`src/logic/irq_adapter.sv`:
```
`timescale 1ns/1ps

module irq_adapter
#(
    parameter int irq_num_pow = 4
)
(
    input  logic clk_i
    , input  logic rst_n_i
    , input  logic [(2**irq_num_pow)-1:0] irq_lines_i
    , input  logic [(2**irq_num_pow)-1:0] irq_en_i
    , input  logic irq_timer_i
    , input  logic sgi_req_i
    , input  logic [irq_num_pow-1:0] sgi_code_i
    , output logic irq_req_o
    , output logic [irq_num_pow-1:0] irq_code_o
    , input  logic irq_ack_i
);

    localparam int irq_num = 2**irq_num_pow;

    logic [irq_num-1:0] lines_m, lines_q, pend_q, pend_set, pend_clr;
    logic [irq_num_pow-1:0] low_idx;

    // timer shares line 1
    assign lines_m  = (irq_lines_i | (irq_num'(irq_timer_i) << 1)) & irq_en_i;
    assign pend_clr = (irq_req_o && irq_ack_i) ? (irq_num'(1) << irq_code_o) : '0;

    always_comb
    begin
        pend_set = lines_m & ~lines_q;
        if (sgi_req_i)
            pend_set[sgi_code_i] = 1'b1;
    end

    // lowest pending index wins
    always_comb
    begin
        low_idx = '0;
        for (int i = irq_num - 1; i >= 0; i--)
            if (pend_q[i])
                low_idx = irq_num_pow'(i);
    end

    always_ff @(posedge clk_i or negedge rst_n_i)
    begin
        if (!rst_n_i)
        begin
            lines_q    <= '0;
            pend_q     <= '0;
            irq_req_o  <= 1'b0;
            irq_code_o <= '0;
        end
        else
        begin
            lines_q <= lines_m;
            pend_q  <= (pend_q & ~pend_clr) | pend_set;
            if (irq_req_o)
            begin
                if (irq_ack_i)
                    irq_req_o <= 1'b0;
            end
            else if (|pend_q)
            begin
                irq_req_o  <= 1'b1;
                irq_code_o <= low_idx;
            end
        end
    end

    a_code_stable: assert property (@(posedge clk_i) disable iff (!rst_n_i)
        irq_req_o |=> !irq_req_o || $stable(irq_code_o));

endmodule

```
`config.mk`:
```
export PLATFORM = sky130hd
export DESIGN_NAME = irq_adapter
export DESIGN_NICKNAME = d
export VERILOG_FILES = /design/src/logic/irq_adapter.sv
export SDC_FILE = /design/constraint.sdc
export NUM_CORES = 1
export LEC_CHECK = 0
export BUFFER_PORTS_ARGS = -buffer_cell sky130_fd_sc_hd__buf_2
export CELL_PAD_IN_SITES_DETAIL_PLACEMENT = 0
export CELL_PAD_IN_SITES_GLOBAL_PLACEMENT = 1
export CORE_ASPECT_RATIO = 2
export CORE_MARGIN = 5
export CORE_UTILIZATION = 41
export CTS_BUF_LIST = sky130_fd_sc_hd__clkbuf_8
export DETAILED_ROUTE_END_ITERATION = 6
export HOLD_SLACK_MARGIN = 0.03
export PLACE_DENSITY = 0.81
export SLEW_MARGIN = 0
export SYNTH_ARGS = -nofsm -noshare
export SYNTH_HDL_FRONTEND = slang
export SYNTH_SLANG_ARGS = --single-unit
```
`constraint.sdc`:
```
create_clock -name clk_i -period 4.2 [get_ports clk_i]
set_input_delay 0 -clock clk_i [delete_from_list [all_inputs] [get_ports clk_i]]
set_output_delay 0 -clock clk_i [all_outputs]
set_load 0.01 [all_outputs]
```
* Yosys cells after proc, flatten, opt, wreduce, memory -nomap -nowiden
Cells that the tools add are included.
** Cells by class
- Bitwise operators :: 9
- Shifts and indexed selects :: 1
- Order comparisons :: 2
- Reductions and logical operators :: 4
- Multiplexer cells :: 23
** Operators by type and width (number)
- 4-bit 2-to-1 mux :: 16
- 16-bit bitwise AND :: 3
- 16-bit 2-to-1 mux :: 2
- 16-bit inverter :: 2
- 16-bit bitwise OR :: 2
- 16-bit by 2-bit bitwise OR with 16-bit output :: 1
- 16-bit OR reduction :: 1
- 1-bit by 4-bit left shift with 16-bit output (first input constant) :: 1
- 4-bit by 5-bit less-than comparator with 1-bit output (second input constant) :: 1
- 1-bit demux with 4-bit select :: 1
- 4-bit by 1-bit >= comparator with 1-bit output (second input constant) :: 1
- 1-bit 2-to-1 mux :: 4
- 1-bit logical AND :: 2
- 2-bit AND reduction :: 1
- 1-bit inverter :: 1
** Word-level totals
- Register bits after elaboration :: 37

* Depth between registers and ports, before layout
- Depth in word-level cells :: 16
- Depth in mapped cells :: 6
- Mapped depth without buffers :: 5

* Worst setup path after synthesis
Ideal clock, no wire load.
- Kind :: reg-to-reg
- Start :: reg pend_q[10]
- End :: reg irq_req_o
- Required time :: 4082 ps
- Buffers on the path :: 0
- Arrival time :: 1372 ps
- Path slack :: 2710 ps
- Stages on the path, launching flop included :: 5
- Period minus slack after synthesis :: 1490 ps
- Cells stage by stage :: dfrtp_1 or4_4 and3b_2 a21oi_2 a21o_1
** Between the ends
- Word-level cells in the longest chain between the ends :: 3
** RTL lines
- from (decl) :: line 22 : logic [irq_num-1:0] lines_m, lines_q, pend_q, pend_set, pend_clr;
- from (signal assigned) :: line 57 : pend_q <= (pend_q & ~pend_clr) | pend_set;
- 16-bit OR reduction :: line 63 : else if (|pend_q)
- 1-bit 2-to-1 mux :: line 63
- 1-bit 2-to-1 mux :: line 58 : if (irq_req_o)
- to (signal assigned) :: line 51 : irq_req_o <= 1'b0;
- to (signal assigned) :: line 61 : irq_req_o <= 1'b0;
- to (signal assigned) :: line 65 : irq_req_o <= 1'b1;
- to (decl) :: line 15 : , output logic irq_req_o
No other way between the ends.
A chain may end at the register's enable or synchronous reset.

* Worst setup path after layout
- Start :: reg pend_q[10]
- End :: reg irq_code_o[0]
** Between the ends
- Word-level cells in the longest chain between the ends :: 11
** RTL lines
- 4-bit 2-to-1 mux (11 in a row) :: line 41 : if (pend_q[i])
- to (signal assigned) :: line 66 : irq_code_o <= low_idx;
- to (decl) :: line 16 : , output logic [irq_num_pow-1:0] irq_code_o
Several ways; a longest one is shown, not always the timed one.

==> impl_metrics.env <==
export IMPL_p_leak_nw=1.10
export IMPL_fillers=339
export IMPL_first_pass_iters=4
export IMPL_placed_cell_area_um2=1900
export IMPL_slew_viol_final=0
export IMPL_io_pins=46
export IMPL_synth_compound_area_share_pct=20.5
export IMPL_areaGrowthSynthToFinish_pct=47.1
export IMPL_slew_headroom_pct=46.8
export IMPL_cp_cell_sequence="or4_4, and3b_2, a21oi_2, nor2_1, a31oi_1"
export IMPL_synth_adder_area_share_pct=0
export IMPL_synth_fp_nets=199
export IMPL_worstHoldPathType="in -> reg"
export IMPL_synth_xor_area_share_pct=0
export IMPL_max_stage_delay_ns=0.54
export IMPL_io_buffers=45
export IMPL_fin_area_um2=2370
export IMPL_antenna_cells=0
export IMPL_die_y_um=98.7
export IMPL_cts_setup_buffers=0
export IMPL_drc=0
export IMPL_setup_viol_count_final=0
export IMPL_ys_warn_count=0
export IMPL_async_reset_ff_share_pct=100
export IMPL_htree_num_levels=2
export IMPL_fmax_mhz=624
export IMPL_finalPower_mw=1.11
export IMPL_finClkSkew_ns=0.00621
export IMPL_track_usage_pct=19.5
export IMPL_avgSynthCellArea_um2=10.2
export IMPL_hold_ws_ns=0.0395
export IMPL_powerDensity_nw_per_um2=468
export IMPL_ys_seq_elements=37
export IMPL_root_buffer="clkbuf_8"
export IMPL_core_area_um2=3840
export IMPL_avgViaCountPerCell=5.26
export IMPL_yosys_top_cells_count="dfrtp_1, inv_1, nand2_1"
export IMPL_cp_max_fo=5
export IMPL_slowest_stage="or4_4"
export IMPL_detail_route_antenna_nets=0
export IMPL_route_detailed_wl_per_inst_um=15.3
export IMPL_rows=32
export IMPL_clkSinkCount=37
export IMPL_critical_path_class="reg -> reg"
export IMPL_die_area_um2=5370
export IMPL_synthMuxAreaShare_pct=0
export IMPL_worstPathRequired_ns=4.36
export IMPL_fin_setup_tns_ns=0
export IMPL_synthMostInstantiatedCell="dfrtp_1"
export IMPL_antenna_found_initial=0
export IMPL_final_nets=286
export IMPL_grt_pass1_vias=1680
export IMPL_hold_violations=0
export IMPL_syn_inst=158
export IMPL_ys_seq_area_share_pct=57.4
export IMPL_grt_pass1_wl_um=7590
export IMPL_drt_iter0_drc=30
export IMPL_synth_flop_cell="dfrtp_1"
export IMPL_synth_top_cell_area_share_pct=57.4
export IMPL_status="finished clean"
export IMPL_synthTopCellsByArea="dfrtp_1, o221ai_1, o21ai_0"
export IMPL_clkTransAtPathRegs_ns=0.08
export IMPL_synth_simple_area_share_pct=17.2
export IMPL_final_core_util_pct=61.8
export IMPL_synth_edf_count=0
export IMPL_maxCapViolCount=0
export IMPL_period_needed_ns=1.60
export IMPL_worstPathArrival_ns=1.76
export IMPL_clock_path_buffers=2
export IMPL_clk_latency_ns=0.29
export IMPL_overflow=0
export IMPL_vias=1562
export IMPL_place_congestion=0.971
export IMPL_peakVddDrop_mv=0.484
export IMPL_end_kind="register"
export IMPL_synth_top_family_by_area="compound AO/OA/AOI/OAI gates"
export IMPL_cts_tree="yes"
export IMPL_netlist_area_um2=1610
export IMPL_initial_core_util_pct=42.0
export IMPL_fin_crit_sh_pct=38.2
export IMPL_cp_start_kind="register"
export IMPL_synth_top_area_cell="dfrtp_1"
export IMPL_drive_gt1_share_pct=24.8
export IMPL_dpl_hpwl_um=3170
export IMPL_die_w_um=54.4
export IMPL_rsz0062_at_grt="false"
export IMPL_worst_pin_slew_ns=0.798
export IMPL_synth_cell_types=30
export IMPL_cts_made_buffers=5
export IMPL_wl_um=4540
export IMPL_grt_max_degree=38
## layout make-up
type / instances / area [um2] / share of cell area (%)
clock buffers: 5 / 68.8 / 2.90
clock inverters: 3 / 46.3 / 1.95
inverters: 20 / 75.1 / 3.16
multi-input cells: 100 / 608 / 25.6
flip-flops and latches: 37 / 926 / 39.0
well taps: 51 / 63.8 / 2.69
repair buffers: 81 / 586 / 24.7
## sequential cells by signal, summed over array words and instances (netlist names)
name and cells:
lines_q 16, irq_code_o 4, irq_req_o 1, pend_q 16
## path summary, 6_finish.rpt
check                                     start                   endpoint  slack, ns  cells after the start
max                        pend_q[10]$_DFF_PN0_  irq_code_o[0]$_DFFE_PN0P_       2.60                      5
min in group asynchronous               rst_n_i      lines_q[13]$_DFF_PN0_       0.32                      2
min reg2reg                lines_q[6]$_DFF_PN0_        pend_q[6]$_DFF_PN0_       0.47                      1
min                              irq_lines_i[4]        pend_q[4]$_DFF_PN0_       0.04                      3
max in group asynchronous               rst_n_i       lines_q[7]$_DFF_PN0_       3.36                      2
max reg2reg                pend_q[10]$_DFF_PN0_  irq_code_o[0]$_DFFE_PN0P_       2.60                      5
## report_power, final
group	leakage (nW)	internal (mW)	switching [mW]
Sequential	0.412	0.432	0.0899
Clock	0.0543	0.178	0.130
Combinational	0.631	0.135	0.146
Total	1.10	0.745	0.366
## repair_timing
item                                   4_1_cts  5_1_grt
endpoints found under the hold margin       55        0
gates resized for setup                      0        0
hold buffers                                36        0
## worst max-delay path: cells and delay by family (launching register included)
family,cells,cell delay [ns]
AND/OR/NAND/NOR,3,0.91
AO/OA/AOI/OAI,2,0.14
flip-flops,1,0.41
## cells by family (layout without fill, tap and decap cells)
family,after synthesis,after routing
flip-flops,37,37
AO/OA/AOI/OAI,47,47
AND/OR/NAND/NOR,53,53
buffers and inverters,21,109
## cell usage in the layout (no fill, tap or decap)
| master | synthesis | layout |
|---|---|---|
| a21o_1 | 1 | 1 |
| a21oi_1 | 3 | 3 |
| a21oi_2 | 1 | 1 |
| a221o_2 | 1 | 1 |
| a31oi_1 | 3 | 3 |
| and2b_2 | 1 | 1 |
| and3b_2 | 1 | 1 |
| buf_2 | 1 | 45 |
| bufinv_16 | 0 | 1 |
| clkbuf_8 | 0 | 5 |
| clkinv_4 | 0 | 1 |
| clkinvlp_4 | 0 | 1 |
| dfrtp_1 | 37 | 37 |
| dlygate4sd3_1 | 0 | 36 |
| inv_1 | 20 | 20 |
| nand2_1 | 19 | 19 |
| nand2b_1 | 7 | 7 |
| nand3_1 | 1 | 1 |
| nand3b_1 | 2 | 2 |
| nand4_1 | 1 | 1 |
| nand4b_1 | 1 | 1 |
| nor2_1 | 9 | 9 |
| nor3_1 | 3 | 3 |
| nor4_1 | 1 | 1 |
| o21ai_0 | 17 | 17 |
| o221ai_1 | 16 | 16 |
| o22a_1 | 2 | 2 |
| o31ai_1 | 1 | 1 |
| o32a_1 | 1 | 1 |
| o41ai_1 | 1 | 1 |
| or2_2 | 2 | 2 |
| or3_1 | 1 | 1 |
| or3b_2 | 1 | 1 |
| or4_1 | 2 | 2 |
| or4_4 | 1 | 1 |
## layer usage
metal	global-route usage [%]	part of all wire [%]
met5	0	0
met1	20.2	36
met4	7.87	2.6
met2	35.5	58
met3	3.93	4.1
## stage by stage
| step | setup slack, ns | cells |
|---|---|---|
| 3_5_place_dp | 2.61 | 253 |
| 4_1_cts | 2.60 | 297 |
| 2_1_floorplan | 2.71 | 158 |
| 6_report | 2.60 | 297 |
| 5_1_grt | 2.45 | 297 |
| 3_3_place_gp | 2.67 | 253 |
(Power assumes the default switching activity.)
