## src/logic/kerygma_pkg.sv

```systemverilog
package kerygma_pkg;

    localparam int addr_w = 32;
    localparam int data_w = 32;
    localparam int be_w   = 4;

    // address bits that steer a request to its target
    localparam int xif_bitsel = 31;
    localparam int sfr_bitsel = 20;

    // register block byte offsets
    localparam logic [sfr_bitsel-1:0] sfr_id_ofs     = 'h00;
    localparam logic [sfr_bitsel-1:0] sfr_ctrl_ofs   = 'h04;
    localparam logic [sfr_bitsel-1:0] sfr_irq_en_ofs = 'h08;
    localparam logic [sfr_bitsel-1:0] sfr_timer_ofs  = 'h0C;
    localparam logic [sfr_bitsel-1:0] sfr_sgi_ofs    = 'h10;

endpackage

```

## src/logic/tile_sfr.sv

```systemverilog
`timescale 1ns/1ps

module tile_sfr
#(
    parameter int corenum = 0
    , parameter int irq_num_pow = 4
)
(
    input  logic clk_i
    , input  logic rst_n_i
    , input  logic req_i
    , input  logic we_i
    , input  logic [kerygma_pkg::addr_w-1:0] addr_i
    , input  logic [kerygma_pkg::be_w-1:0]   be_i
    , input  logic [kerygma_pkg::data_w-1:0] wdata_i
    , output logic ack_o
    , output logic resp_o
    , output logic [kerygma_pkg::data_w-1:0] rdata_o
    , input  logic sw_reset_enb_i
    , input  logic sw_reset_set_i
    , input  logic sw_reset_autoclr_i
    , output logic core_reset_o
    , output logic [(2**irq_num_pow)-1:0] irq_en_o
    , output logic irq_timer_o
    , output logic sgi_req_o
    , output logic [irq_num_pow-1:0] sgi_code_o
);

    import kerygma_pkg::*;

    localparam int irq_num = 2**irq_num_pow;

    logic sw_rst_q, wr_en, rd_en;
    logic [sfr_bitsel-1:0] ofs;
    logic [data_w-1:0] period_q, count_q, rd_val;

    function automatic logic [data_w-1:0] be_merge(input logic [data_w-1:0] old_v,
                                                   input logic [data_w-1:0] new_v,
                                                   input logic [be_w-1:0] be);
        logic [data_w-1:0] res;
        res = old_v;
        for (int i = 0; i < be_w; i++)
            if (be[i])
                res[8*i +: 8] = new_v[8*i +: 8];
        return res;
    endfunction

    assign ofs          = addr_i[sfr_bitsel-1:0];
    assign wr_en        = req_i && we_i;
    assign rd_en        = req_i && !we_i;
    assign ack_o        = req_i;
    assign core_reset_o = !rst_n_i || sw_rst_q;

    always_comb
    begin
        rd_val = '0;
        case (ofs)
            sfr_id_ofs:     rd_val = data_w'(corenum);
            sfr_ctrl_ofs:   rd_val[0] = sw_rst_q;
            sfr_irq_en_ofs: rd_val[irq_num-1:0] = irq_en_o;
            sfr_timer_ofs:  rd_val = period_q;
            default:        rd_val = '0;
        endcase
    end

    always_ff @(posedge clk_i or negedge rst_n_i)
    begin
        if (!rst_n_i)
        begin
            sw_rst_q    <= 1'b0;
            irq_en_o    <= '0;
            period_q    <= '0;
            count_q     <= '0;
            irq_timer_o <= 1'b0;
            sgi_req_o   <= 1'b0;
            resp_o      <= 1'b0;
        end
        else
        begin
            resp_o    <= rd_en;
            sgi_req_o <= wr_en && (ofs == sfr_sgi_ofs);
            // external set wins, autoclear drops the bit a cycle later
            if (sw_reset_enb_i && sw_reset_set_i)
                sw_rst_q <= 1'b1;
            else if (wr_en && (ofs == sfr_ctrl_ofs) && be_i[0])
                sw_rst_q <= wdata_i[0];
            else if (sw_reset_autoclr_i)
                sw_rst_q <= 1'b0;
            if (wr_en && (ofs == sfr_irq_en_ofs))
                irq_en_o <= irq_num'(be_merge(data_w'(irq_en_o), wdata_i, be_i));
            if (wr_en && (ofs == sfr_timer_ofs))
                period_q <= be_merge(period_q, wdata_i, be_i);
            // period of zero stops the timer
            if (period_q == '0)
            begin
                count_q     <= '0;
                irq_timer_o <= 1'b0;
            end
            else if (count_q >= period_q - 1'b1)
            begin
                count_q     <= '0;
                irq_timer_o <= 1'b1;
            end
            else
            begin
                count_q     <= count_q + 1'b1;
                irq_timer_o <= 1'b0;
            end
        end
    end

    always_ff @(posedge clk_i)
    begin
        if (rd_en)
            rdata_o <= rd_val;
        if (wr_en && (ofs == sfr_sgi_ofs))
            sgi_code_o <= wdata_i[irq_num_pow-1:0];
    end

    a_sgi_single: assert property (@(posedge clk_i) disable iff (!rst_n_i)
        sgi_req_o |=> !sgi_req_o);

endmodule

```

## config.mk

```make
export PLATFORM = sky130hd
export DESIGN_NAME = tile_sfr
export DESIGN_NICKNAME = d
export VERILOG_FILES = /design/src/logic/kerygma_pkg.sv /design/src/logic/tile_sfr.sv
export SDC_FILE = /design/constraint.sdc
export NUM_CORES = 1
export LEC_CHECK = 0
export BUFFER_PORTS_ARGS = -buffer_cell sky130_fd_sc_hd__buf_2
export CAP_MARGIN = 15
export CELL_PAD_IN_SITES_DETAIL_PLACEMENT = 1
export CELL_PAD_IN_SITES_GLOBAL_PLACEMENT = 1
export CORE_MARGIN = 4
export CORE_UTILIZATION = 36
export CTS_CLUSTER_DIAMETER = 80
export DETAILED_ROUTE_END_ITERATION = 8
export PLACE_DENSITY = 0.77
export REMOVE_ABC_BUFFERS = 1
export SLEW_MARGIN = 25
export SYNTH_ARGS = -nofsm -noshare
export SYNTH_HDL_FRONTEND = slang
export SYNTH_SLANG_ARGS = --single-unit
```

## constraint.sdc

```tcl
create_clock -name clk_i -period 8.9 [get_ports clk_i]
set_input_delay 1.78 -clock clk_i [delete_from_list [all_inputs] [get_ports clk_i]]
set_output_delay 1.78 -clock clk_i [all_outputs]
set_load 0.03 [all_outputs]
```

[Yosys cells after proc, flatten, opt, wreduce, memory -nomap -nowiden]
Cells that the tools add are included.
Cells by class
  $add $sub $neg: 2
  reduce and logical (&&, ||, !) cells: 19
  equality and inequality tests: 4
  multiplexer cells: 9
  $lt $le $gt $ge: 1
Operators by type and width (count)
  two-way mux 32 bit: 2
  == test 20 x 4 -> 1 bit (second input constant): 2
  adder 32 x 1 -> 32 bit (second input constant): 1
  greater-or-equal comparator 32 bit: 1
  zero test 32 bit: 1
  subtractor 32 x 1 -> 32 bit (second input constant): 1
  case mux 15 bit (2 select lines): 1
  == test 20 x 3 -> 1 bit (second input constant): 1
  == test 20 x 5 -> 1 bit (second input constant): 1
  AND reduction 2 bit: 6
  logical AND 1 bit: 8
  two-way mux 1 bit: 5
  case mux 1 bit (3 select lines): 1
  nonzero test 3 bit: 1
  zero test 1 bit: 2
  logical OR 1 bit: 1
Word-level totals
  input bits: 75
  output and inout port bits: 57
  bits in registers: 120

[Depth between registers and ports, before layout]
  word-level depth: 5
  depth in mapped cells: 14
  mapped depth without buffers: 11

[Least setup slack after synthesis]
No wires, ideal clock.
  path type: input-to-output
  start: input port rst_n_i
  end: output port core_reset_o
  arrival: 2007 ps
  slack: 5113 ps
  stages on the path: 1
  cell sequence: nand2b_1
On the way
  word-level cells in the longest chain between the ends: 2
Ends and longest elaborated chain
  from (decl): RTL line tile_sfr.sv:10  | , input logic rst_n_i
  zero test 1 bit (no source line)
  logical OR 1 bit: RTL line tile_sfr.sv:52  | assign core_reset_o = !rst_n_i || sw_rst_q;
  to (decl): RTL line tile_sfr.sv:22  | , output logic core_reset_o
No other way between the ends.

[Worst setup path after layout]
  start: register period_q[7]
  end: register count_q[28]
On the way
  word-level cells in the longest chain between the ends: 4
  elaborated cells between the ends (all ways): 5
Ends and longest elaborated chain
  from (decl): RTL line tile_sfr.sv:35  | logic [data_w-1:0] period_q, count_q, rd_val;
  from (signal assigned): RTL line tile_sfr.sv:92  | period_q <= be_merge(period_q, wdata_i, be_i);
  subtractor 32 x 1 -> 32 bit: RTL line tile_sfr.sv:99  | else if (count_q >= period_q - 1'b1)
  greater-or-equal comparator 32 bit: RTL line tile_sfr.sv:99
  two-way mux 32 bit: RTL line tile_sfr.sv:99
  two-way mux 32 bit (*): RTL line tile_sfr.sv:94  | if (period_q == '0)
  to (signal assigned): RTL line tile_sfr.sv:106  | count_q <= count_q + 1'b1;
  to (decl): RTL line tile_sfr.sv:35
Every way passes the cells marked *; elsewhere a longest branch is shown, timed or not.
A chain may end at the register's enable or synchronous reset.

==> out/metrics.csv <==
stage,metric,value,unit
timing,RSZ-0062 raised after global routing,false,
logic_synthesis,Synthesis Warnings,0,
clock_network,Post-CTS Setup Bufs,0,
logic_synthesis,Synth area leaders,"dfrtp_1 (33%), edfxtp_1 (17%), mux2_2 (8.6%), ha_1 (6.9%), xnor2_1 (5.4%)",
worst_setup_path,Worst Path Required,9.15,ns
layout,share of cells above drive strength 1,0.3224,
logic_synthesis,"Seq/Total Area, Yosys",0.4988,
timing,Final min period,4.408,ns
floorplan,Core Box Area,17360,sq um
place,Port Buf Inserts,119,
logic_synthesis,Synth Register Bits,120,
detailed_routing,total number of vias,4768,
flow_run,MaxCap Viol Count,0,
global_route,all-layer global routing usage,0.1782,
worst_setup_path,Critical Path End Type,register,
clock_network,# hold bufs at CTS,0,
timing,setup TNS,0,ns
logic_synthesis,Post-synth EDFFs,36,
timing,clk_skew,0.006450,ns
clock_network,CTS root buf,clkbuf_16,
outcome,outcome,"finished, final reports clean",
logic_synthesis,Synth Flop Type,dfrtp_1,
logic_synthesis,post-synthesis xor/xnor area fraction,0.08098,
worst_hold_path,worst min path class,register to register,
place,Detail Placement HPWL,12610,microns
logic_synthesis,top cell type's share of synthesized area,0.3294,
timing,Slew HR,0.3271,
clock_network,CTS tree,done,
worst_setup_path,Worst path max stage delay,0.79,ns
clock_network,H-tree levels,4,
detailed_routing,vias per cell,5.304,
detailed_routing,Detail Route Antenna Nets,0,
clock_network,post-CTS resize count,0,
worst_setup_path,Worst path slowest cell,a31oi_4,
power,Leak,3.750,nW
clock_network,Worst-Skew Late Latency,0.42,ns
layout,"Core Util, Final",0.4485,
global_route,total grt overflow,0,
floorplan,Die ar.,19920,sq um
floorplan,Rows,48,
timing,Fin. Hold Viols,0,
global_route,vias in the first global route,5328,
layout,Layout Nets,770,
logic_synthesis,simple-gate portion of the synthesized area,0.1853,
global_route,largest net degree at the start of global routing,47,
worst_setup_path,CP Launch Type,register,
floorplan,Die Y,141.1,microns
timing,fin crit share,0.4953,
global_route,first-pass GRT wire length,27920,microns
detailed_routing,DRT Pass-1 Iters,4,
clock_network,TritonCTS buffer count,17,
power,Power Density,169.3,nW/um^2
layout,final instance area,7784,sq um
detailed_routing,total detailed-routing wirelength,17280,microns
logic_synthesis,Post-Syn Instances,540,
floorplan,Initial Utilization,0.3676,
logic_synthesis,Post-Synth Adder-Cell Area,0.06863,
worst_setup_path,Buf/Inv on CP,0,
global_route,initial antenna violation count,0,
clock_network,Sink Count,120,
logic_synthesis,Async SR Flop Fraction,0.7000,
floorplan,die width,141.1,microns
logic_synthesis,compound-cell area share of the yosys netlist,0.05529,
floorplan,I/O pin total,132,
detailed_routing,residual DRC count,0,
detailed_routing,1st-iter DRT viols,189,
worst_setup_path,crit path cell chain,"nor4_1, and4bb_2, and2_2, xnor2_1, ha_1, nand4_1, nor3_1, or4b_2, a31oi_4, nor3_1",
place,DP Area,7172,sq um
worst_setup_path,cell family with most CP delay,simple AND/OR/NAND/NOR gates,
power,peak supply drop,0.1529,mV
timing,f_max,226.9,MHz
layout,Area Overhead vs Synth,21.98,%
logic_synthesis,leading area contributor after synthesis,dfrtp_1,
detailed_routing,drt wl/cell,19.22,microns
clock_network,CTS Buffer Depth,2,
clock_network,"Reg clk slew, reported paths",0.06,ns
place,Final Wtd Congestion,0.7750,
worst_setup_path,crit path kind,register to register,
logic_synthesis,multiplexer area fraction after synthesis,0.08647,
timing,Final Max Slew Viols,0,
worst_setup_path,crit path DAT,4.66,ns
timing,Hold WS,0.5321,ns
logic_synthesis,Yosys cell types,56,
worst_setup_path,Crit Path Max Fanout,33,
worst_setup_path,"most used cell, CP",nor3_1,
logic_synthesis,Mapped Area,6381,sq um
timing,Finish-stage setup viols,0,
timing,pin slew with the least headroom to its limit,1.007,ns
logic_synthesis,main combinational cell family by area after synthesis,simple AND/OR/NAND/NOR gates,
logic_synthesis,Synth Area per Inst,11.82,sq um
[sequential cells by signal, summed over array words and instances, names as in the netlist]
name	flops
rdata_o	32
sgi_code_o	4
period_q	32
resp_o	1
sw_rst_q	1
count_q	32
irq_en_o	16
sgi_req_o	1
irq_timer_o	1
[worst reg2reg max path, delay by kind of cell, from the launching register on]
family	cells	cell delay [ns]
AOI/OAI and AO/OA	1	0.79
xor gates and xnor gates	1	0.09
adders and majority gates	1	0.32
DFF	1	0.44
and+or+nand+nor	7	2.59
[worst paths after layout]
kind / depth (start not counted) / slack (ns) / endpoint / from
setup / recovery: 10 / 4.49 / count_q[28] / period_q[7]
hold / removal: 1 / 0.53 / count_q[0] / count_q[0]
setup reg to reg: 10 / 4.49 / count_q[28] / period_q[7]
hold reg to reg: 1 / 0.53 / count_q[0] / count_q[0]
max in group asynchronous: 2 / 6.52 / period_q[28] / rst_n_i
min in group asynchronous: 1 / 1.36 / count_q[13] / rst_n_i
[area by class of cell]
type	count	area [sq um]
inverters	8	30.03
clock inverters	10	123.9
diodes	1	2.502
clock buffers	22	474.2
multi-input cells	389	3049
repair buffers	124	639.4
flip-flops and latches	120	3183
well taps	225	281.5
fillers	1904	9573
[cell usage in the layout, fill, tap and decap left out, types with 20 or more instances in the layout]
master    instances
buf_2           118
dfrtp_1          84
edfxtp_1         36
ha_1             35
mux2_2           49
nand2_1          23
nor2_1           22
nor3_1           43
xnor2_1          39
xor2_1           20
[report_power, final]
| group | switching (mW) | internal [mW] |
|---|---|---|
| Combinational | 0.0325 | 0.0159 |
| Sequential | 0.00162 | 0.574 |
| Clock | 0.237 | 0.457 |
| Total | 0.272 | 1.05 |
[kinds of logic after synthesis]
kind of cell               count (synthesis)
adders and majority gates                 35
xor gates and xnor gates                  59
AOI/OAI and AO/OA                         47
muxes                                     49
DFF                                      120
buffers and inverters                     31
and+or+nand+nor                          199
[stage by stage]
step / power [mW] / setup slack (ns) / cells
finish: 1.318 / 4.492 / 899
global placement: 0.6325 / 4.507 / 865
floorplan: 0.6013 / 4.836 / 517
CTS: 1.333 / 4.459 / 897
global route: 1.364 / 4.217 / 898
detailed placement: 0.6342 / 4.406 / 865
[cell usage after synthesis, types with 12 or more instances]
library cell / number
nand2_1: 23
mux2_2: 49
and2_1: 16
nor2_1: 22
edfxtp_1: 36
nand3_1: 14
nand4_1: 15
xor2_1: 20
nor3_1: 43
nor4_1: 16
and3_1: 12
xnor2_1: 39
dfrtp_1: 84
ha_1: 35
a22o_1: 14
a21oi_1: 12
[per-layer routing]
metal  vias to the layer above  routed length (microns)  track usage
met2                       115                     9069       0.3143
met3                        33                      953      0.04953
li1                       2249                        -            -
met4                         0                      319      0.06221
met1                      2371                     6936       0.2076
met5                         -                        0            0
Power figures use the tool's default switching activity.
