===== src/logic/kerygma_pkg.sv =====
package kerygma_pkg;

    localparam int addr_w = 32;
    localparam int data_w = 32;
    localparam int be_w   = 4;

    // address bits that steer a request to its target
    localparam int xif_bitsel = 31;
    localparam int sfr_bitsel = 20;

    // register block byte offsets
    localparam logic [sfr_bitsel-1:0] sfr_id_ofs     = 'h00;
    localparam logic [sfr_bitsel-1:0] sfr_ctrl_ofs   = 'h04;
    localparam logic [sfr_bitsel-1:0] sfr_irq_en_ofs = 'h08;
    localparam logic [sfr_bitsel-1:0] sfr_timer_ofs  = 'h0C;
    localparam logic [sfr_bitsel-1:0] sfr_sgi_ofs    = 'h10;

endpackage


===== src/logic/bus_arb_2m3s.sv =====
`timescale 1ns/1ps

module bus_arb_2m3s
(
    input  logic clk_i
    , input  logic rst_n_i

    , input  logic m0_req_i
    , input  logic m0_we_i
    , input  logic [kerygma_pkg::addr_w-1:0] m0_addr_i
    , input  logic [kerygma_pkg::be_w-1:0]   m0_be_i
    , input  logic [kerygma_pkg::data_w-1:0] m0_wdata_i
    , output logic m0_ack_o
    , output logic m0_resp_o
    , output logic [kerygma_pkg::data_w-1:0] m0_rdata_o

    , input  logic m1_req_i
    , input  logic m1_we_i
    , input  logic [kerygma_pkg::addr_w-1:0] m1_addr_i
    , input  logic [kerygma_pkg::be_w-1:0]   m1_be_i
    , input  logic [kerygma_pkg::data_w-1:0] m1_wdata_i
    , output logic m1_ack_o
    , output logic m1_resp_o
    , output logic [kerygma_pkg::data_w-1:0] m1_rdata_o

    , output logic s0_req_o
    , output logic s0_we_o
    , output logic [kerygma_pkg::addr_w-1:0] s0_addr_o
    , output logic [kerygma_pkg::be_w-1:0]   s0_be_o
    , output logic [kerygma_pkg::data_w-1:0] s0_wdata_o
    , input  logic s0_ack_i
    , input  logic s0_resp_i
    , input  logic [kerygma_pkg::data_w-1:0] s0_rdata_i

    , output logic s1_req_o
    , output logic s1_we_o
    , output logic [kerygma_pkg::addr_w-1:0] s1_addr_o
    , output logic [kerygma_pkg::be_w-1:0]   s1_be_o
    , output logic [kerygma_pkg::data_w-1:0] s1_wdata_o
    , input  logic s1_ack_i
    , input  logic s1_resp_i
    , input  logic [kerygma_pkg::data_w-1:0] s1_rdata_i

    , output logic s2_req_o
    , output logic s2_we_o
    , output logic [kerygma_pkg::addr_w-1:0] s2_addr_o
    , output logic [kerygma_pkg::be_w-1:0]   s2_be_o
    , output logic [kerygma_pkg::data_w-1:0] s2_wdata_o
    , input  logic s2_ack_i
    , input  logic s2_resp_i
    , input  logic [kerygma_pkg::data_w-1:0] s2_rdata_i
);

    import kerygma_pkg::*;

    localparam logic [1:0] st_idle = 2'd0;
    localparam logic [1:0] st_gnt  = 2'd1;
    localparam logic [1:0] st_rd   = 2'd2;

    logic [1:0] state_q, gnt_s_q, pick_tgt, rd_pend_q;
    logic gnt_m_q, rr_q, pick;
    logic [addr_w-1:0] pick_addr, cmd_addr;
    logic cmd_req, cmd_we, route_req, gnt_ack, rsp_fwd, tgt_ack, tgt_resp;
    logic [be_w-1:0] cmd_be;
    logic [data_w-1:0] cmd_wdata, tgt_rdata;

    // round-robin only matters on a tie
    assign pick      = (m0_req_i && m1_req_i) ? rr_q : m1_req_i;
    assign pick_addr = pick ? m1_addr_i : m0_addr_i;
    assign pick_tgt  = pick_addr[xif_bitsel] ? 2'd2 : (pick_addr[sfr_bitsel] ? 2'd1 : 2'd0);

    assign {cmd_req, cmd_we, cmd_addr, cmd_be, cmd_wdata} = gnt_m_q
        ? {m1_req_i, m1_we_i, m1_addr_i, m1_be_i, m1_wdata_i}
        : {m0_req_i, m0_we_i, m0_addr_i, m0_be_i, m0_wdata_i};

    always_comb
    begin
        case (gnt_s_q)
            2'd1: {tgt_ack, tgt_resp, tgt_rdata} = {s1_ack_i, s1_resp_i, s1_rdata_i};
            2'd2: {tgt_ack, tgt_resp, tgt_rdata} = {s2_ack_i, s2_resp_i, s2_rdata_i};
            default: {tgt_ack, tgt_resp, tgt_rdata} = {s0_ack_i, s0_resp_i, s0_rdata_i};
        endcase
    end

    assign route_req = (state_q == st_gnt) && cmd_req;
    assign gnt_ack   = route_req && tgt_ack;
    assign rsp_fwd   = (state_q == st_rd) && tgt_resp;

    assign s0_req_o = route_req && (gnt_s_q == 2'd0);
    assign s1_req_o = route_req && (gnt_s_q == 2'd1);
    assign s2_req_o = route_req && (gnt_s_q == 2'd2);
    assign {s0_we_o, s0_addr_o, s0_be_o, s0_wdata_o} = {cmd_we, cmd_addr, cmd_be, cmd_wdata};
    assign {s1_we_o, s1_addr_o, s1_be_o, s1_wdata_o} = {cmd_we, cmd_addr, cmd_be, cmd_wdata};
    assign {s2_we_o, s2_addr_o, s2_be_o, s2_wdata_o} = {cmd_we, cmd_addr, cmd_be, cmd_wdata};

    assign m0_ack_o   = gnt_ack && !gnt_m_q;
    assign m1_ack_o   = gnt_ack && gnt_m_q;
    assign m0_resp_o  = rsp_fwd && !gnt_m_q;
    assign m1_resp_o  = rsp_fwd && gnt_m_q;
    assign m0_rdata_o = tgt_rdata;
    assign m1_rdata_o = tgt_rdata;

    always_ff @(posedge clk_i or negedge rst_n_i)
    begin
        if (!rst_n_i)
        begin
            state_q <= st_idle;
            gnt_m_q <= 1'b0;
            gnt_s_q <= 2'd0;
            rr_q    <= 1'b0;
        end
        else
        begin
            case (state_q)
                st_idle:
                    if (m0_req_i || m1_req_i)
                    begin
                        state_q <= st_gnt;
                        gnt_m_q <= pick;
                        gnt_s_q <= pick_tgt;
                        rr_q    <= ~pick;
                    end
                st_gnt:
                    if (gnt_ack)
                        state_q <= cmd_we ? st_idle : st_rd;
                st_rd:
                    if (tgt_resp)
                        state_q <= st_idle;
                default:
                    state_q <= st_idle;
            endcase
        end
    end

    // reads accepted but not yet answered, per master
    always_ff @(posedge clk_i or negedge rst_n_i)
    begin
        if (!rst_n_i)
            rd_pend_q <= 2'b00;
        else
            rd_pend_q <= (rd_pend_q & ~{m1_resp_o, m0_resp_o})
                       | {m1_ack_o && !m1_we_i, m0_ack_o && !m0_we_i};
    end

    a_m0_resp_pend: assert property (@(posedge clk_i) disable iff (!rst_n_i)
        m0_resp_o |-> rd_pend_q[0]);
    a_m1_resp_pend: assert property (@(posedge clk_i) disable iff (!rst_n_i)
        m1_resp_o |-> rd_pend_q[1]);

endmodule


===== config.mk =====
export PLATFORM = sky130hd
export DESIGN_NAME = bus_arb_2m3s
export DESIGN_NICKNAME = d
export VERILOG_FILES = /design/src/logic/kerygma_pkg.sv /design/src/logic/bus_arb_2m3s.sv
export SDC_FILE = /design/constraint.sdc
export NUM_CORES = 1
export LEC_CHECK = 0
export BUFFER_PORTS_ARGS = -buffer_cell sky130_fd_sc_hd__clkbuf_2
export CAP_MARGIN = 10
export CORE_AREA = 2 2 202 204
export DETAILED_ROUTE_END_ITERATION = 16
export DIE_AREA = 0 0 204 206
export HOLD_SLACK_MARGIN = 0.15
export PLACE_DENSITY = 0.38
export SYNTH_ARGS = -nofsm -noshare
export SYNTH_HDL_FRONTEND = slang
export SYNTH_SLANG_ARGS = --single-unit

===== constraint.sdc =====
create_clock -name clk_i -period 1.75 [get_ports clk_i]
set_clock_uncertainty 0.2 [all_clocks]
set_input_delay 0.175 -clock clk_i [delete_from_list [all_inputs] [get_ports clk_i]]
set_output_delay 0.175 -clock clk_i [all_outputs]
set_load 0.02 [all_outputs]

* After elaboration in Yosys (flattened, before gate mapping) *
Index checks and enable logic that the tools add are counted.

storage, ports and cells
  word-level logic and storage cells = 42
  bits of input ports = 244
  register bits = 6
  output and inout bits = 278

operators by class
  reductions and logical operators = 17
  bitwise operators = 1
  mux-type cells = 13
  equal/unequal tests = 7

operator list
  kind                                                  number
  2-to-1 mux 70 bit                                     1
  case mux 32 bit (2 select lines)                      1
  2-to-1 mux 32 bit                                     1
  logical AND 1 bit                                     11
  2-to-1 mux 2 bit                                      5
  inequality test 2 bit (second input constant)         3
  case mux 2 bit (3 select lines)                       1
  equality test 2 x 1 -> 1 bit (second input constant)  2
  equality test 2 bit (second input constant)           2
  zero test 2 bit                                       2
  case mux 1 bit (2 select lines)                       2
  AND reduction 3 bit                                   1
  2-to-1 mux 1 bit                                      2
  AND reduction 2 bit                                   1
  zero test 1 bit                                       1
  logical OR 1 bit                                      1
  NOT 1 bit                                             1

* Depth between registers and ports, before layout *
  word-level depth = 5
  mapped depth = 7
  depth with buffers taken out = 6

* Least setup slack after synthesis *
Ideal clock, no wire load.

  path kind = register to output
  from = reg gnt_s_q[0]
  to = out m1_rdata_o[10] (netlist name)
  buffers on the path = 3
  stages on the path, launching flop included = 8
  data required time = 1.375 ns
  slack = -0.409 ns
  arrival = 1.784 ns
  cells stage by stage = dfrtp_1 inv_1 ha_1 buf_2 buf_2 nor2_1 a21oi_1 buf_4

on the way
  longest elaborated chain between the ends = 2
  elaborated cells on any way between the ends = 3
  classes of those cells = eq/ne: 2; mux: 1

RTL lines
  what                                                                 line                 text
  start: declaration                                                   bus_arb_2m3s.sv:60   logic [1:0] state_q, gnt_s_q, pick_tgt, rd_pend_q;
  start signal: assignment                                             bus_arb_2m3s.sv:120  gnt_s_q <= pick_tgt;
  equality test 2 bit or equality test 2 x 1 -> 1 bit (tied branches)  bus_arb_2m3s.sv:78   case (gnt_s_q)
  case mux 32 bit (2 select lines) (*)                                 bus_arb_2m3s.sv:78
  end: declaration                                                     bus_arb_2m3s.sv:24   , output logic [kerygma_pkg::data_w-1:0] m1_rdata_o

Mark *: on every way between the ends. The rest lies on a longest branch, timed or not.

* Final worst setup path *
  from = reg gnt_s_q[1]
  to = out m0_rdata_o[29] (netlist name)

on the way
  longest elaborated chain between the ends = 2
  elaborated cells on any way between the ends = 3
  classes of those cells = eq/ne: 2; mux: 1

RTL lines
  what                                                                 line                text
  equality test 2 bit or equality test 2 x 1 -> 1 bit (tied branches)  bus_arb_2m3s.sv:78
  case mux 32 bit (2 select lines) (*)                                 bus_arb_2m3s.sv:78
  end: declaration                                                     bus_arb_2m3s.sv:15  , output logic [kerygma_pkg::data_w-1:0] m0_rdata_o

Marked as above.

==> parameters.txt <==
Parameter                              Value

Finish
  Antenna Cells    0
  Fill cell instance count of the final layout    4298
  Count of placed standard cells in the final layout, fillers left out    1355
  Relative area change from synthesis to final layout    200%
  Final net count    1071
  Share of layout cells above drive strength 1    94.7%
  Final cell area excluding filler cells    9450 um2

Drt
  Total length of routed wires    24100 um
  Drc violations    0
  Avg Vias per Cell    3.32
  Total via count in the routed design    about 4500
  TritonRoute pass-1 iters    4
  Detailed Route Iter0 Violations    approximately 170
  Antenna Nets Post-Route    0
  Avg WL per Cell    17.8 um

Power
  Proportion of power drawn by the clock network    1.7%
  Part of the total power dissipated in sequential elements    1.2%
  Power density relative to cell area    around 2400 nW/um2
  Switching power summed over all nets    10500 uW
  Internal power contribution    12000 uW
  Leakage power of the design    0.00450 uW
  Maximum ir drop on the vdd rail    0.000939 V
  Switching Fraction    a little under half
  Portion of total power attributed to combinational logic    97.1%

Critical path
  Worst setup EP type    output pin
  Critical path required time    1.37 ns
  Startpoint-to-endpoint class of the critical path    flop to output pin
  Startpoint kind of the worst setup timing path    flop
  Critical path cell sequence    inv_2 > ha_4 > buf_4 > buf_12 > buf_4 > a21oi_4 > buf_4
  Buf+Inv Stages, Crit Path    5
  Slowest library cell on the worst path    dfrtp_1
  Maximum cell stage delay along the critical path    roughly 0.37 ns
  Largest delay contributor family on the critical path    buffers and inverters
  CP max FO    13
  CP dominant cell by count    buf_4
  Arrival time at the worst endpoint    about 1.7 ns

Clock network
  Clock transition at the registers of the reported paths    0.04 ns
  Clock tree from TritonCTS    done
  Maximum count of clock buffers along a single path    2
  Count of clock tree sinks    6
  Root Buffer Master    clkbuf_16
  Number of H-tree levels    1
  Number of buffers created by CTS    3
  Worst-Skew Late Latency    0.23 ns

Job
  Max Cap Viol    0

GRT
  GR Overflow Total    0
  Maximum number of pins on one net before global-route repair    26
  Total routing resource utilization after global routing    about a tenth
  Global-route wire length before repair    between 30000 and 40000 um
  Antenna violations before repair    1
  Vias in the first global route    4403

Logic synthesis
  FF+latch count, synth    6
  Post-Syn Instances    406
  Yosys cell types    27
  Syn Std Cell Area    3150 um2
  Syn. warnings    0
  Synthesized netlist net count    653
  Fraction of the yosys area taken by sequential cells    ~4.8%
  Mean post-synth cell area    7.75 um2

Worst hold path
  Min-delay worst type    primary input to flop

Outcome
  Status    finished, violations left
  Violations in the final reports    negative setup slack

Placed design
  Placer Congestion    0.796
  Placed instance count    1294
  Worst-case setup slack after placement    -0.136 ns
  Count of buffers inserted at the top-level ports    521
  Total half-perimeter wirelength after legalization and detailed placement    17800 um
  Area post-placement    5900 um2

Floorplanning
  Initial core utilization    7.83%
  Top-Level Pins    522
  Die extent in y    206 um
  Core area    40200 um2
  Overall die area    between 40000 and 50000 um2
  Cell row count    74
  Die width    approximately 200 um

STA
  Final setup fails    280
  Period Utilization, post-route    119%
  Final Worst Setup Slack    -0.330 ns
  Highest clock rate    approximately 480 MHz
  Clock period minus final worst setup slack    between 2 and 2.5 ns
  Headroom to the max-slew limit    57.8%
  Final hold vios    0
  Unrepaired setup endpoints after global routing    true
  Count of final max-slew check failures    0
  Final TNS setup    -73.08 ns
  Pin slew with the least headroom to its limit    0.627 ns
## power groups by stage
stage	clock network, uW	logic [uW]	registers [uW]
3_3_place_gp	0	13400	278
4_1_cts	388	19500	269
6_report	380	21900	268
2_1_floorplan	0	11800	255
3_5_place_dp	0	13300	279
5_1_grt	396	22900	278
## kinds of logic after synthesis
kind of cell,synth area share [%]
and+or+nand+nor,7.07
adders and majority gates,1.19
AOI/OAI and AO/OA,15.9
muxes,25.8
DFF,4.77
buffers and inverters,45.3
## cell usage after synthesis
cell type	count	area, um2
a21bo_2	1	10.0
a21oi_1	34	170
a22oi_1	34	255
a31oi_1	1	6.26
and2_1	3	18.8
buf_2	14	70.1
buf_4	176	1320
buf_6	1	11.3
clkbuf_1	2	7.51
dfrtp_1	6	150
ha_1	3	37.5
inv_1	4	15.0
mux2_2	68	766
mux2_4	1	15.0
mux2i_1	3	30.0
nand2_1	4	15.0
nand2b_1	1	6.26
nor2_1	36	135
nor2_2	1	6.26
nor2b_1	3	18.8
nor3b_1	2	15.0
o211ai_2	1	12.5
o21ai_0	3	15.0
o21ai_2	1	8.76
o31ai_1	1	7.51
o32ai_2	1	16.3
or2b_1	1	7.51
## registers in the layout, summed over array words and instances, names as in the netlist
signal and flops:
rr_q 1, gnt_m_q 1, state_q 2, gnt_s_q 2
## placed cells by master (no fill, tap or decap), drive strengths merged, types with 2 or more instances in the layout
cell	count
buf	349
clkbuf	258
mux2	69
nor2	37
a22oi	34
a21oi	34
dfrtp	6
o21ai	4
nand2	4
inv	4
and2	3
nor2b	3
ha	3
dlygate4sd3	3
mux2i	3
nor3b	2
## worst paths after layout
kind | startpoint | to | slack [ns] | depth (start not counted)
setup reg to reg | gnt_m_q$_DFFE_PN0P_ | state_q[1]$_DFFE_PN0P_ | -0.21 | 6
max in group asynchronous | rst_n_i | gnt_m_q$_DFFE_PN0P_ | 0.90 | 2
min in group asynchronous | rst_n_i | rr_q$_DFFE_PN0P_ | 0.25 | 2
setup / recovery | gnt_s_q[1]$_DFFE_PN0P_ | m0_rdata_o[29] | -0.33 | 7
hold / removal | m1_req_i | gnt_m_q$_DFFE_PN0P_ | 0.19 | 4
hold reg to reg | state_q[1]$_DFFE_PN0P_ | gnt_m_q$_DFFE_PN0P_ | 0.38 | 2
## worst min-delay path: stages
cell      delay [ns]
clkbuf_2        0.13
o21ai_2         0.06
buf_4           0.14
o31ai_1         0.07
## final cells by class
type                       count  area, um2  share of cell area (%)
tap                          532        666                    7.04
multi-input combinational    203       2540                    26.9
timing repair buffer         606       6000                    63.4
clock buffer                   4       78.8                   0.834
inverter                       4       15.0                   0.159
sequential                     6        154                    1.63
## metal layers
layer  part of all wire (%)  track usage [%]  wire, um  up-vias
li1                       -                -         -     2057
met1                     38             11.5      9090     2124
met2                     54             19.2     13000      291
met3                    6.1             1.67      1480       22
met4                    2.4             2.56       591        0
met5                      0                0         0        -
## metrics by stage
step,util (%),total power (uW),hold slack (ns)
2_1_floorplan,-,12100,-0.321
4_1_cts,20.9,20100,0.190
3_5_place_dp,14.7,13600,-0.167
6_report,23.5,22500,0.190
3_3_place_gp,14.7,13600,-0.170
5_1_grt,23.5,23500,0.244
## repair_timing
item | CTS | global route
setup buffers | 42 | 8
hold buffers | 3 | 0
cloned | 13 | 2
resized for setup | 386 | 572
setup endpoints to repair | 280 | 281
endpoints found under the hold margin | 7 | 0
pin swaps | 12 | 18
Note: power is estimated with default switching activity, not from simulation.
